<file path="config.mk">
export PLATFORM = sky130hd
export DESIGN_NAME = csr_unit_top
export DESIGN_NICKNAME = d
export VERILOG_FILES = /design/src/source/csr_pkg.sv /design/src/source/csr_access_ctrl.sv /design/src/source/machine_csr_bank.sv /design/src/source/mvu_csr_bank.sv /design/src/source/csr_unit_top.sv
export VERILOG_INCLUDE_DIRS = /design/src /design/src/source
export SDC_FILE = /design/constraint.sdc
export NUM_CORES = 1
export LEC_CHECK = 0
export ABC_AREA = 1
export BUFFER_PORTS_ARGS = -buffer_cell sky130_fd_sc_hd__buf_2
export CORE_MARGIN = 5
export CORE_UTILIZATION = 35
export CTS_CLUSTER_SIZE = 28
export DETAILED_ROUTE_END_ITERATION = 16
export SETUP_SLACK_MARGIN = 0.15
export SLEW_MARGIN = 30
export SYNTH_ARGS = -nofsm -noshare
export SYNTH_HDL_FRONTEND = slang
export SYNTH_HIERARCHICAL = 1
export SYNTH_SLANG_ARGS = --single-unit
export TNS_END_PERCENT = 1
</file>
<file path="constraint.sdc">
create_clock -name clk -period 1.7 [get_ports clk]
set_input_delay 0.17 -clock clk [delete_from_list [all_inputs] [get_ports clk]]
set_output_delay 0.17 -clock clk [all_outputs]
set_load 0.01 [all_outputs]
</file>
<file path="src/source/csr_config.svh">
`ifndef CSR_CONFIG_SVH
`define CSR_CONFIG_SVH

//======================================================================
// register geometry
//======================================================================

// width of every csr and of the access bus
`define CSR_XLEN        32

// number of registers in the mvu configuration bank
`define CSR_MVU_NREGS   8

//======================================================================
// identification and boot
//======================================================================

`define CSR_HART_ID     32'h0000_0000
`define CSR_MARCHID     32'h0000_0017
// rv32i with mxl set to 32 bits
`define CSR_ISA_CODE    32'h4000_0100
// mtvec comes out of reset pointing here
`define CSR_BOOT_ADDR   32'h0000_0080

//======================================================================
// interrupt bits in mip and mie
//======================================================================

`define CSR_IRQ_MVU     16
// software (3), timer (7), external (11) and mvu (16)
`define CSR_IRQ_MASK    32'h0001_0888

`endif

</file>
<file path="src/source/csr_pkg.sv">
`default_nettype none

package csr_pkg;

    // every csr address this unit answers to
    typedef enum logic [11:0] {
        CSR_MVENDORID    = 12'hF11,
        CSR_MARCHID      = 12'hF12,
        CSR_MIMPID       = 12'hF13,
        CSR_MHARTID      = 12'hF14,
        CSR_MSTATUS      = 12'h300,
        CSR_MISA         = 12'h301,
        CSR_MIE          = 12'h304,
        CSR_MTVEC        = 12'h305,
        CSR_MEPC         = 12'h341,
        CSR_MCAUSE       = 12'h342,
        CSR_MTVAL        = 12'h343,
        CSR_MIP          = 12'h344,
        CSR_MCYCLE       = 12'hB00,
        CSR_MCYCLEH      = 12'hB80,
        // mvu bank is contiguous so the offset indexes the array
        CSR_MVUWBASEPTR  = 12'h7C0,
        CSR_MVUIBASEPTR  = 12'h7C1,
        CSR_MVUSBASEPTR  = 12'h7C2,
        CSR_MVUBBASEPTR  = 12'h7C3,
        CSR_MVUOBASEPTR  = 12'h7C4,
        CSR_MVUPRECISION = 12'h7C5,
        CSR_MVUQUANT     = 12'h7C6,
        CSR_MVUCOMMAND   = 12'h7C7
    } csr_addr_e;

    typedef enum logic [2:0] {
        CSR_NONE  = 3'd0,
        CSR_WRITE = 3'd1,
        CSR_SET   = 3'd2,
        CSR_CLEAR = 3'd3,
        CSR_MRET  = 3'd4
    } csr_op_e;

    // rv32 mstatus layout, only mie mpie and mpp are kept here
    typedef struct packed {
        logic       sd;
        logic [7:0] wpri3;
        logic       tsr, tw, tvm, mxr, sum, mprv;
        logic [1:0] xs, fs, mpp, wpri2;
        logic       spp, mpie, wpri1, spie, upie, mie, wpri0, sie, uie;
    } mstatus_t;

endpackage

`default_nettype wire

</file>
<file path="src/source/csr_access_ctrl.sv">
`default_nettype none

`include "csr_config.svh"

module csr_access_ctrl (
    input  wire logic [11:0]            csr_addr_i,
    input  csr_pkg::csr_op_e            csr_op_i,
    input  wire logic [`CSR_XLEN-1:0]   csr_wdata_i,
    // bank responses
    input  wire logic                   machine_hit_i,
    input  wire logic                   mvu_hit_i,
    input  wire logic [`CSR_XLEN-1:0]   machine_rdata_i,
    input  wire logic [`CSR_XLEN-1:0]   mvu_rdata_i,
    // shared access bus
    output csr_pkg::csr_addr_e          bus_addr_o,
    output logic [`CSR_XLEN-1:0]        bus_wdata_o,
    output logic                        bus_we_o,
    output logic                        bus_mret_o,
    // core side
    output logic [`CSR_XLEN-1:0]        csr_rdata_o,
    output logic                        illegal_o
);

    logic                any_hit;
    logic                access;
    logic [`CSR_XLEN-1:0] merged_rdata;

    // address goes out typed so both banks decode the same enum
    assign bus_addr_o = csr_pkg::csr_addr_e'(csr_addr_i);

    // banks drive zero when they miss so a plain or merges them
    assign any_hit      = machine_hit_i | mvu_hit_i;
    assign merged_rdata = machine_rdata_i | mvu_rdata_i;

    //==================================================================
    // operation decode
    //==================================================================
    always_comb begin : op_decode
        access      = 1'b0;
        bus_mret_o  = 1'b0;
        bus_wdata_o = csr_wdata_i;
        case (csr_op_i)
            csr_pkg::CSR_WRITE: begin
                access = 1'b1;
            end
            // set and clear modify the value read in this same cycle
            csr_pkg::CSR_SET: begin
                access      = 1'b1;
                bus_wdata_o = merged_rdata | csr_wdata_i;
            end
            csr_pkg::CSR_CLEAR: begin
                access      = 1'b1;
                bus_wdata_o = merged_rdata & ~csr_wdata_i;
            end
            // mret has no read or write side effect
            csr_pkg::CSR_MRET: bus_mret_o = 1'b1;
            default: ;
        endcase
    end

    // no bank claims the address so the write is dropped
    assign bus_we_o    = access & any_hit;
    assign illegal_o   = access & ~any_hit;
    // old value goes back to the core for every access
    assign csr_rdata_o = access ? merged_rdata : '0;

endmodule

`default_nettype wire

</file>
<file path="src/source/machine_csr_bank.sv">
`default_nettype none

`include "csr_config.svh"

module machine_csr_bank (
    input  wire logic                   clk,
    input  wire logic                   rst_n,
    // shared access bus
    input  csr_pkg::csr_addr_e          bus_addr_i,
    input  wire logic [`CSR_XLEN-1:0]   bus_wdata_i,
    input  wire logic                   bus_we_i,
    input  wire logic                   bus_mret_i,
    // core and mvu side
    input  wire logic                   mvu_irq_i,
    input  wire logic [`CSR_XLEN-1:0]   pc_i,
    input  wire logic [`CSR_XLEN-1:0]   cause_i,
    input  wire logic                   cycle_en_i,
    output logic                        hit_o,
    output logic [`CSR_XLEN-1:0]        rdata_o,
    output logic                        irq_o,
    output logic [`CSR_XLEN-1:0]        trap_target_o
);

    csr_pkg::mstatus_t    mstatus_q, mstatus_d, wr_status;
    logic [`CSR_XLEN-1:0] mie_q, mie_d;
    logic [`CSR_XLEN-1:0] mip_q, mip_d;
    logic [`CSR_XLEN-1:0] mtvec_q, mtvec_d;
    logic [`CSR_XLEN-1:0] mepc_q, mepc_d;
    logic [`CSR_XLEN-1:0] mcause_q, mcause_d;
    logic [`CSR_XLEN-1:0] mtval_q, mtval_d;
    logic [63:0]          mcycle_q, mcycle_d;
    // set while an interrupt is being taken so mepc is loaded once
    logic                 serviced_q, serviced_d;

    assign wr_status = csr_pkg::mstatus_t'(bus_wdata_i);

    // mvu interrupt needs global enable, its own enable and pending
    assign irq_o = mstatus_q.mie & mie_q[`CSR_IRQ_MVU] & mip_q[`CSR_IRQ_MVU];

    // mret jumps back to mepc, otherwise the trap vector
    assign trap_target_o = bus_mret_i ? mepc_q : mtvec_q;

    //==================================================================
    // read decode
    //==================================================================
    always_comb begin : read_decode
        hit_o   = 1'b1;
        rdata_o = '0;
        case (bus_addr_i)
            // vendor and implementation ids read as zero
            csr_pkg::CSR_MVENDORID: rdata_o = '0;
            csr_pkg::CSR_MIMPID:    rdata_o = '0;
            csr_pkg::CSR_MARCHID:   rdata_o = `CSR_MARCHID;
            csr_pkg::CSR_MHARTID:   rdata_o = `CSR_HART_ID;
            csr_pkg::CSR_MISA:      rdata_o = `CSR_ISA_CODE;
            csr_pkg::CSR_MSTATUS:   rdata_o = mstatus_q;
            csr_pkg::CSR_MIE:       rdata_o = mie_q;
            csr_pkg::CSR_MIP:       rdata_o = mip_q;
            csr_pkg::CSR_MTVEC:     rdata_o = mtvec_q;
            csr_pkg::CSR_MEPC:      rdata_o = mepc_q;
            csr_pkg::CSR_MCAUSE:    rdata_o = mcause_q;
            csr_pkg::CSR_MTVAL:     rdata_o = mtval_q;
            csr_pkg::CSR_MCYCLE:    rdata_o = mcycle_q[31:0];
            csr_pkg::CSR_MCYCLEH:   rdata_o = mcycle_q[63:32];
            default:                hit_o   = 1'b0;
        endcase
    end

    //==================================================================
    // next state
    //==================================================================
    always_comb begin : next_state
        mstatus_d  = mstatus_q;
        mie_d      = mie_q;
        mip_d      = mip_q;
        mtvec_d    = mtvec_q;
        mepc_d     = mepc_q;
        mcause_d   = mcause_q;
        mtval_d    = mtval_q;
        mcycle_d   = cycle_en_i ? mcycle_q + 64'd1 : mcycle_q;
        serviced_d = irq_o;

        // software writes with masking, id registers and misa ignore writes
        if (bus_we_i) begin
            case (bus_addr_i)
                csr_pkg::CSR_MSTATUS: begin
                    // everything else including sd reads as zero
                    mstatus_d      = '0;
                    mstatus_d.mie  = wr_status.mie;
                    mstatus_d.mpie = wr_status.mpie;
                    mstatus_d.mpp  = wr_status.mpp;
                end
                csr_pkg::CSR_MIE:    mie_d    = bus_wdata_i & `CSR_IRQ_MASK;
                csr_pkg::CSR_MIP:    mip_d    = bus_wdata_i & `CSR_IRQ_MASK;
                csr_pkg::CSR_MTVEC:  mtvec_d  = bus_wdata_i;
                csr_pkg::CSR_MEPC:   mepc_d   = {bus_wdata_i[`CSR_XLEN-1:1], 1'b0};
                csr_pkg::CSR_MCAUSE: mcause_d = bus_wdata_i;
                csr_pkg::CSR_MTVAL:  mtval_d  = bus_wdata_i;
                default: ;
            endcase
        end

        // sticky pending bit, only a software write to mip clears it
        if (!(bus_we_i && bus_addr_i == csr_pkg::CSR_MIP)) begin
            mip_d[`CSR_IRQ_MVU] = mip_q[`CSR_IRQ_MVU] | mvu_irq_i;
        end

        // trap entry
        if (irq_o) begin
            mcause_d       = {1'b1, {(`CSR_XLEN-6){1'b0}}, cause_i[4:0]};
            mstatus_d.mpie = mstatus_q.mie;
            // first edge of this interrupt
            if (!serviced_q) begin
                mepc_d = pc_i;
            end
        end

        // trap return restores the enable
        if (bus_mret_i) begin
            mstatus_d.mie  = mstatus_q.mpie;
            mstatus_d.mpie = 1'b1;
        end
    end

    always_ff @(posedge clk or negedge rst_n) begin
        if (!rst_n) begin
            mstatus_q  <= '0;
            mie_q      <= '0;
            mip_q      <= '0;
            mtvec_q    <= `CSR_BOOT_ADDR;
            mepc_q     <= '0;
            mcause_q   <= '0;
            mtval_q    <= '0;
            mcycle_q   <= '0;
            serviced_q <= 1'b0;
        end else begin
            mstatus_q  <= mstatus_d;
            mie_q      <= mie_d;
            mip_q      <= mip_d;
            mtvec_q    <= mtvec_d;
            mepc_q     <= mepc_d;
            mcause_q   <= mcause_d;
            mtval_q    <= mtval_d;
            mcycle_q   <= mcycle_d;
            serviced_q <= serviced_d;
        end
    end

endmodule

`default_nettype wire

</file>
<file path="src/source/mvu_csr_bank.sv">
`default_nettype none

`include "csr_config.svh"

module mvu_csr_bank (
    input  wire logic                   clk,
    input  wire logic                   rst_n,
    // shared access bus
    input  csr_pkg::csr_addr_e          bus_addr_i,
    input  wire logic [`CSR_XLEN-1:0]   bus_wdata_i,
    input  wire logic                   bus_we_i,
    output logic                        hit_o,
    output logic [`CSR_XLEN-1:0]        rdata_o,
    // accelerator side
    output logic                        mvu_start_o,
    output logic [`CSR_XLEN-1:0]        mvu_regs_o [`CSR_MVU_NREGS]
);

    localparam int IDX_W = $clog2(`CSR_MVU_NREGS);

    logic [11:0]          offset;
    logic [IDX_W-1:0]     idx;
    logic [`CSR_XLEN-1:0] regs_q [`CSR_MVU_NREGS];

    // offset from the first mvu address, a miss wraps to a large value
    assign offset = bus_addr_i - csr_pkg::CSR_MVUWBASEPTR;
    assign idx    = offset[IDX_W-1:0];
    assign hit_o  = (offset < `CSR_MVU_NREGS);

    assign rdata_o = hit_o ? regs_q[idx] : '0;

    // every register is wired straight to the mvu
    assign mvu_regs_o = regs_q;

    //==================================================================
    // register array and start pulse
    //==================================================================
    always_ff @(posedge clk or negedge rst_n) begin
        if (!rst_n) begin
            for (int i = 0; i < `CSR_MVU_NREGS; i++) begin
                regs_q[i] <= '0;
            end
            mvu_start_o <= 1'b0;
        end else begin
            if (bus_we_i && hit_o) begin
                regs_q[idx] <= bus_wdata_i;
            end
            // one cycle high after each command write
            mvu_start_o <= bus_we_i && (bus_addr_i == csr_pkg::CSR_MVUCOMMAND);
        end
    end

endmodule

`default_nettype wire

</file>
<file path="src/source/csr_unit_top.sv">
`default_nettype none

`include "csr_config.svh"

module csr_unit_top (
    input  wire logic                   clk,
    input  wire logic                   rst_n,
    // csr access from the core
    input  wire logic [11:0]            csr_addr_i,
    input  csr_pkg::csr_op_e            csr_op_i,
    input  wire logic [`CSR_XLEN-1:0]   csr_wdata_i,
    output logic [`CSR_XLEN-1:0]        csr_rdata_o,
    output logic                        illegal_o,
    // interrupt and trap
    input  wire logic                   mvu_irq_i,
    input  wire logic [`CSR_XLEN-1:0]   pc_i,
    input  wire logic [`CSR_XLEN-1:0]   cause_i,
    input  wire logic                   cycle_en_i,
    output logic                        irq_o,
    output logic [`CSR_XLEN-1:0]        trap_target_o,
    // mvu configuration
    output logic                        mvu_start_o,
    output logic [`CSR_XLEN-1:0]        mvu_regs_o [`CSR_MVU_NREGS]
);

    // shared access bus
    csr_pkg::csr_addr_e   bus_addr;
    logic [`CSR_XLEN-1:0] bus_wdata;
    logic                 bus_we;
    logic                 bus_mret;
    // bank responses
    logic                 machine_hit, mvu_hit;
    logic [`CSR_XLEN-1:0] machine_rdata, mvu_rdata;

    csr_access_ctrl u_access_ctrl (
        .csr_addr_i      (csr_addr_i),
        .csr_op_i        (csr_op_i),
        .csr_wdata_i     (csr_wdata_i),
        .machine_hit_i   (machine_hit),
        .mvu_hit_i       (mvu_hit),
        .machine_rdata_i (machine_rdata),
        .mvu_rdata_i     (mvu_rdata),
        .bus_addr_o      (bus_addr),
        .bus_wdata_o     (bus_wdata),
        .bus_we_o        (bus_we),
        .bus_mret_o      (bus_mret),
        .csr_rdata_o     (csr_rdata_o),
        .illegal_o       (illegal_o)
    );

    machine_csr_bank u_machine_bank (
        .clk (clk), .rst_n (rst_n),
        .bus_addr_i (bus_addr), .bus_wdata_i (bus_wdata),
        .bus_we_i (bus_we), .bus_mret_i (bus_mret),
        .mvu_irq_i (mvu_irq_i), .pc_i (pc_i), .cause_i (cause_i),
        .cycle_en_i (cycle_en_i), .hit_o (machine_hit), .rdata_o (machine_rdata),
        .irq_o (irq_o), .trap_target_o (trap_target_o)
    );

    mvu_csr_bank u_mvu_bank (
        .clk (clk), .rst_n (rst_n),
        .bus_addr_i (bus_addr), .bus_wdata_i (bus_wdata), .bus_we_i (bus_we),
        .hit_o (mvu_hit), .rdata_o (mvu_rdata),
        .mvu_start_o (mvu_start_o), .mvu_regs_o (mvu_regs_o)
    );

endmodule

`default_nettype wire

</file>
==> results.cfg, run 1 <==
[critical_path]
rr_endpoint = u_mvu_bank/mvu_regs_o[210]
path_cells = nor2_1 -> o21ai_2 -> nand2_1 -> nand2_1 -> nand2_2 -> nor2_1 -> inv_1 -> nand2_2 -> buf_6 -> inv_1 -> nor2_1 -> buf_4
cp_slowest_cell = dfrtp_1
r2r_start = u_mvu_bank/mvu_regs_o[18]
rrSetupSlack_ns = -0.23
required_ns = 1.53
cp_top_family = simple AND/OR/NAND/NOR gates
crit_type = reg -> out
critical_path.max_fanout = 2
r2r_cells = 17
worstPathArrival_ns = 2.11
start_kind = flip-flop
path_common_cell = nor2_1
worst_setup_path_end_kind = output pin
cp_slowest_stage_delay_ns = 0.35
critPathBufInv = 4

[global_routing]
grt_max_degree = 128
grt_pass1_vias = 29090
grt_pass1_wl_um = 182400
gr-total-overflow = 0
antenna_found_initial = 7
grt_util_all_layers_pct = 28.90

[cts]
clockBufferDepth = 3
cts_buffers = 54
clk_latency_ns = 0.62
path_clk_slew_ns = 0.06
clockRootBuffer = clkbuf_16
cts_max_level = 2
cts_tree = built
cts.sinks = 462

[sta]
clock_skew_ns = 0.02888
rsz0062_at_grt = yes
max_slew.worst_pin.slew_ns = 0.7143
setup_ws_ns = -0.5841
setup_viol = 309
hold_violations = 0
max_freq_mhz = 437.8
finalCriticalPeriod_ns = 2.284
slew_headroom_pct = 52.22
hold_ws_ns = 0.01461
finalCritPeriodShare_pct = 134.4
drv_slew = 0

[power]
ir_worst_vdd_uv = 745.4
power_density_nw_per_um2 = 681.5
p_leak_nw = 21.19

[min_path]
worstHoldStart = csr_wdata_i[14]
min-delay-path-class = in -> reg
hold_path_depth = 5
holdPathEnd = u_machine_bank/mcause_q[14]

[outcome]
violations = negative setup slack
status = complete, but fails checks

[final_layout]
layout_common_cells = 1287 x nand2_1, 570 x buf_4, 457 x dfrtp_1
area_growth_pct = 47.29
n_fill_cell = 7254
final_common_cell = nand2_1
fin_nets = 4910
final_layout_size_suffix_gt1_share_pct = 33.73
fin_util_pct = 52.04

[floorplanning]
ios = 438
rows = 100
initial_core_util_pct = 35.33
core_sq_um = 74570
die_w_um = 284.4
die_y_um = 284.4
dieArea_sq_um = 80860

[detailed_routing]
ant_nets = 0
drt_iter0_drc = 2978
routed_wl_um = 122700
drt_pass1_iterations = 6
wl_per_cell_um = 21.12
vias = 30217
viasPerCell = 5.202
drc = 0

[yosys]
synth_top_family_by_area = simple AND/OR/NAND/NOR gates
syn_inst = 3826
synth_compound_area_share_pct = 6.929
synth_xor_area_share_pct = 1.529
synthMuxAreaShare_pct = 0
yosys_warnings = 6
ys_types = 35
ys_seq_elements = 462
syn_area_per_cell_sq_um = 6.886
synth_adder_area_share_pct = 0.04749
yosys.area_share.simple_pct = 37.01
yosysSeqAreaShare_pct = 43.89
synth_fp_nets = 3942
netlist_area_sq_um = 26350

[place]
hpwlAfterDp_um = 89110
dp_slack_ns = -0.8352
port_buffers = 410
place_congestion = 0.9547

[flow_run]
drv_cap = 0
## tightest hold or removal path, cell delays in order
cell and delay, ns:
buf_2 0.09, nand2_1 0.06, nand2_2 0.08, inv_4 0.06, o21ai_2 0.12
## how the worst max path moves through the flow
stage	start	endpoint	slack, ns	depth (start not counted)
after floorplan	csr_addr_i[4]	u_mvu_bank/mvu_regs_o[100]	-0.53	19
after global placement	csr_addr_i[1]	u_machine_bank/mepc_q[26]	-0.83	19
after detailed placement	csr_addr_i[1]	u_machine_bank/mcause_q[4]	-0.84	18
after CTS	u_mvu_bank/mvu_regs_o[146]	csr_rdata_o[18]	-0.62	13
after global routing	u_mvu_bank/mvu_regs_o[5]	csr_rdata_o[5]	-0.67	13
final	u_mvu_bank/mvu_regs_o[208]	csr_rdata_o[16]	-0.58	12
## synthesized netlist by cell type (all sizes together)
library cell | instances | area, sq um
a21oi | 4 | 20.02
o22ai | 19 | 118.9
ha | 1 | 12.51
dfrtp | 461 | 11540
o21ai | 328 | 1687
nand4 | 288 | 1802
inv | 398 | 1496
nand3 | 122 | 615.6
buf | 148 | 819.5
nor3 | 24 | 182.7
xor2 | 38 | 332.8
and3 | 2 | 12.51
dfstp | 1 | 26.28
nand2 | 1428 | 5388
clkbuf | 117 | 476.7
nand3b | 4 | 30.03
xnor2 | 8 | 70.07
nor2 | 434 | 1713
nor4 | 1 | 6.260
## sequential cells by signal, indices dropped and copies added, names as in the netlist
register / flops
u_machine_bank/mtval_q: 32
u_machine_bank/serviced_q: 1
u_mvu_bank/mvu_start_o: 1
u_machine_bank/mstatus_q: 4
u_machine_bank/mcycle_q: 64
u_machine_bank/mcause_q: 32
u_machine_bank/mepc_q: 32
u_machine_bank/mie_q: 4
u_mvu_bank/mvu_regs_o: 256
u_machine_bank/mip_q: 4
u_machine_bank/mtvec_q: 32
## power by group
group	internal [mW]	leakage (nW)	switching, mW
Clock	6.76	0.850	4.97
Combinational	1.26	14.1	2.20
Sequential	11.1	6.29	0.121
Total	19.1	21.2	7.30
## final cells by class
cell class | count | area, sq um | share of cell area (%)
Clock inverter | 16 | 186.4 | 0.4804
Sequential cell | 462 | 11570 | 29.81
Inverter | 398 | 1572 | 4.050
Timing Repair Buffer | 1177 | 9467 | 24.40
Tap cell | 969 | 1212 | 3.124
Antenna cell | 4 | 10.01 | 0.02579
Multi-Input combinational cell | 2701 | 13230 | 34.10
Clock buffer | 82 | 1558 | 4.014
## cell families after synthesis
logic type,after synthesis
buffers and inverters,663
adders and majority gates,1
DFF,462
and+or+nand+nor,2303
xor gates and xnor gates,46
AOI/OAI and AO/OA,351
## layer usage
layer,routed length (um),global-route usage [%],share of wire (%)
met1,51880,39.54,42
met2,56120,46.42,46
met3,9546,4.696,7.8
met4,5077,10.62,4.1
met5,54,0,0.044
## stage by stage
stage                     instance area [sq um]  setup TNS (ns)  total power [mW]  instances
final                                     38800          -31.65             26.44       5809
after global routing                      38790          -71.33             27.29       5805
after CTS                                 37710          -23.44             26.36       5772
after detailed placement                  34740         -301.87             14.45       5630
after global placement                    34740         -294.14             14.43       5630
after floorplan                           26720         -192.27             12.76       3826
## what timing repair did
action                                  4_1_cts  5_1_grt
resized for setup                           377      278
hold buffers                                 43        0
endpoints found under the setup margin      506      510
setup buffers                                 1       30
hold endpoints to repair                    504        0
pin swaps                                   145      216
cloned                                        0        3
(Power assumes the default switching activity.)
==> inputs of run 2 (changes only) <==
- CORE_MARGIN: 5 -> default
==> results.cfg, run 2 (synthesis gave the netlist of run 1 again) <==
[outcome]
status = complete, but fails checks
violations = negative setup slack

[sta]
hold_ws_ns = 0.01802
clock_skew_ns = 0.04702
finalCriticalPeriod_ns = 2.317
finalCritPeriodShare_pct = 136.3
rsz0062_at_grt = yes
hold_violations = 0
max_freq_mhz = 431.6
setup_viol = 352
drv_slew = 0
fin_tns_setup_ns = -49.71
slew_headroom_pct = 42.63
max_slew.worst_pin.slew_ns = 0.8606
setup_ws_ns = -0.6172

[power]
intPower_mw = 19.69
swShare_pct = 27.65
ir_worst_vdd_uv = 764.4
power_mw = 27.21
p_leak_nw = 21.11
power.share.combinational_pct = 12.8
p_sw_mw = 7.524
clockPowerShare_pct = 46.0
power_density_nw_per_um2 = 706.2
sequentialPowerShare_pct = 41.3

[min_path]
min-delay-path-class = in -> reg

[critical_path]
critical_path.max_fanout = 2
crit_type = reg -> out
worstPathArrival_ns = 2.15
worst_setup_path_end_kind = output pin
start_kind = flip-flop
required_ns = 1.53

[cts]
clockBufferDepth = 3
path_clk_slew_ns = 0.06
clk_latency_ns = 0.65
cts_buffers = 55
cts.sinks = 462
cts_tree = built
cts_max_level = 2
clockRootBuffer = clkbuf_16

[final_layout]
n_fill_cell = 7273
area_growth_pct = 46.28
fin_area_sq_um = 38540
final_common_cell = nand2_1
largest_register_ffs = 256
fin_util_pct = 51.76
layout_common_cells = 1315 x nand2_1, 565 x buf_4, 459 x dfrtp_1
instances_no_fill = 5791
fin_nets = 4890
final_layout_size_suffix_gt1_share_pct = 32.59

[floorplanning]
die_w_um = 276.4
dieArea_sq_um = 76370
initial_core_util_pct = 35.39
ios = 438
rows = 100
die_y_um = 276.4
core_sq_um = 74450

[global_routing]
grt_pass1_wl_um = 180000
grt_util_all_layers_pct = 31.01
grt_max_degree = 142
antenna_found_initial = 3
gr-total-overflow = 0
grt_pass1_vias = 28585

[detailed_routing]
viasPerCell = 5.177
wl_per_cell_um = 20.97
routed_wl_um = 121400
drt_pass1_iterations = 6
drc = 0
vias = 29979
ant_nets = 0
drt_iter0_drc = 3062

[place]
hpwlAfterDp_um = 88040
place_area_sq_um = 34770
dp_slack_ns = -0.8947
place_inst = 5628
port_buffers = 410
place_congestion = 0.9699

[flow_run]
drv_cap = 0
-- run 2: cell types whose count changed in the layout (fill, tap and decap cells not counted), moves of 6 or more --
cell,change
nand3_1,+7
nand2_1,+28
nand2_4,-9
buf_2,+6
nand3_2,-9
inv_2,-14
clkbuf_1,-9
buf_6,-21
inv_1,+12
clkbuf_8,+8
nand2_2,-21
-- run 2: worst max-delay path: stages, from the launching register on --
cell     delay, ns
dfrtp_1       0.39
inv_1         0.07
nand2_1       0.05
o21ai_1       0.07
nand2_1       0.07
nand2_1       0.06
nand2_1       0.06
nand2_2       0.13
nor2_1        0.06
inv_1         0.09
nand2_2       0.11
buf_6         0.13
inv_2         0.03
nor2_1        0.03
buf_2         0.16
-- run 2: what timing repair did --
action	CTS	global route
resized for setup	335	227
hold endpoints to repair	459	0
setup buffers	3	12
endpoints found under the setup margin	508	526
cloned	0	1
pin swaps	118	151
hold buffers	42	0
-- run 2: power by group through the flow --
stage               clock [mW]  combinational [mW]  sequential, mW
detailed placement           0                3.03            11.4
finish                    12.5                3.47            11.2
global route              13.1                3.69            11.2
global placement             0                3.02            11.4
floorplan                    0                1.33            11.4
CTS                       12.6                3.30            11.2
-- run 2: routing by layer --
layer  GRT usage [%]  wire (um)
met4           12.39       5078
met2           49.87      56040
met3           4.081       9008
met1           42.17      51280
met5               0         12
-- run 2: layout make-up --
cell class / count / area (sq um) / area share, %
Multi-Input combinational cell: 2701 / 13050 / 33.87
Sequential cell: 462 / 11560 / 30.01
Timing Repair Buffer: 1156 / 9220 / 23.93
Clock buffer: 82 / 1659 / 4.305
Inverter: 398 / 1572 / 4.078
Tap cell: 969 / 1212 / 3.146
Clock inverter: 21 / 251.5 / 0.6526
Antenna cell: 2 / 5.005 / 0.01299
-- run 2: worst paths after layout --
| check | start | end | slack, ns | cells after the start |
|---|---|---|---|---|
| worst min register to register | u_machine_bank/mcycle_q[63] | u_machine_bank/mcycle_q[63] | 0.47 | 2 |
| worst max register to register | u_mvu_bank/mvu_regs_o[62] | u_mvu_bank/mvu_regs_o[222] | -0.18 | 14 |
| max in group asynchronous | rst_n | u_mvu_bank/mvu_regs_o[105] | 0.61 | 3 |
| min in group asynchronous | rst_n | u_mvu_bank/mvu_regs_o[186] | 0.22 | 3 |
| worst max-delay path | u_mvu_bank/mvu_regs_o[158] | csr_rdata_o[30] | -0.62 | 14 |
| worst min-delay path | csr_wdata_i[14] | u_machine_bank/mcause_q[14] | 0.02 | 5 |
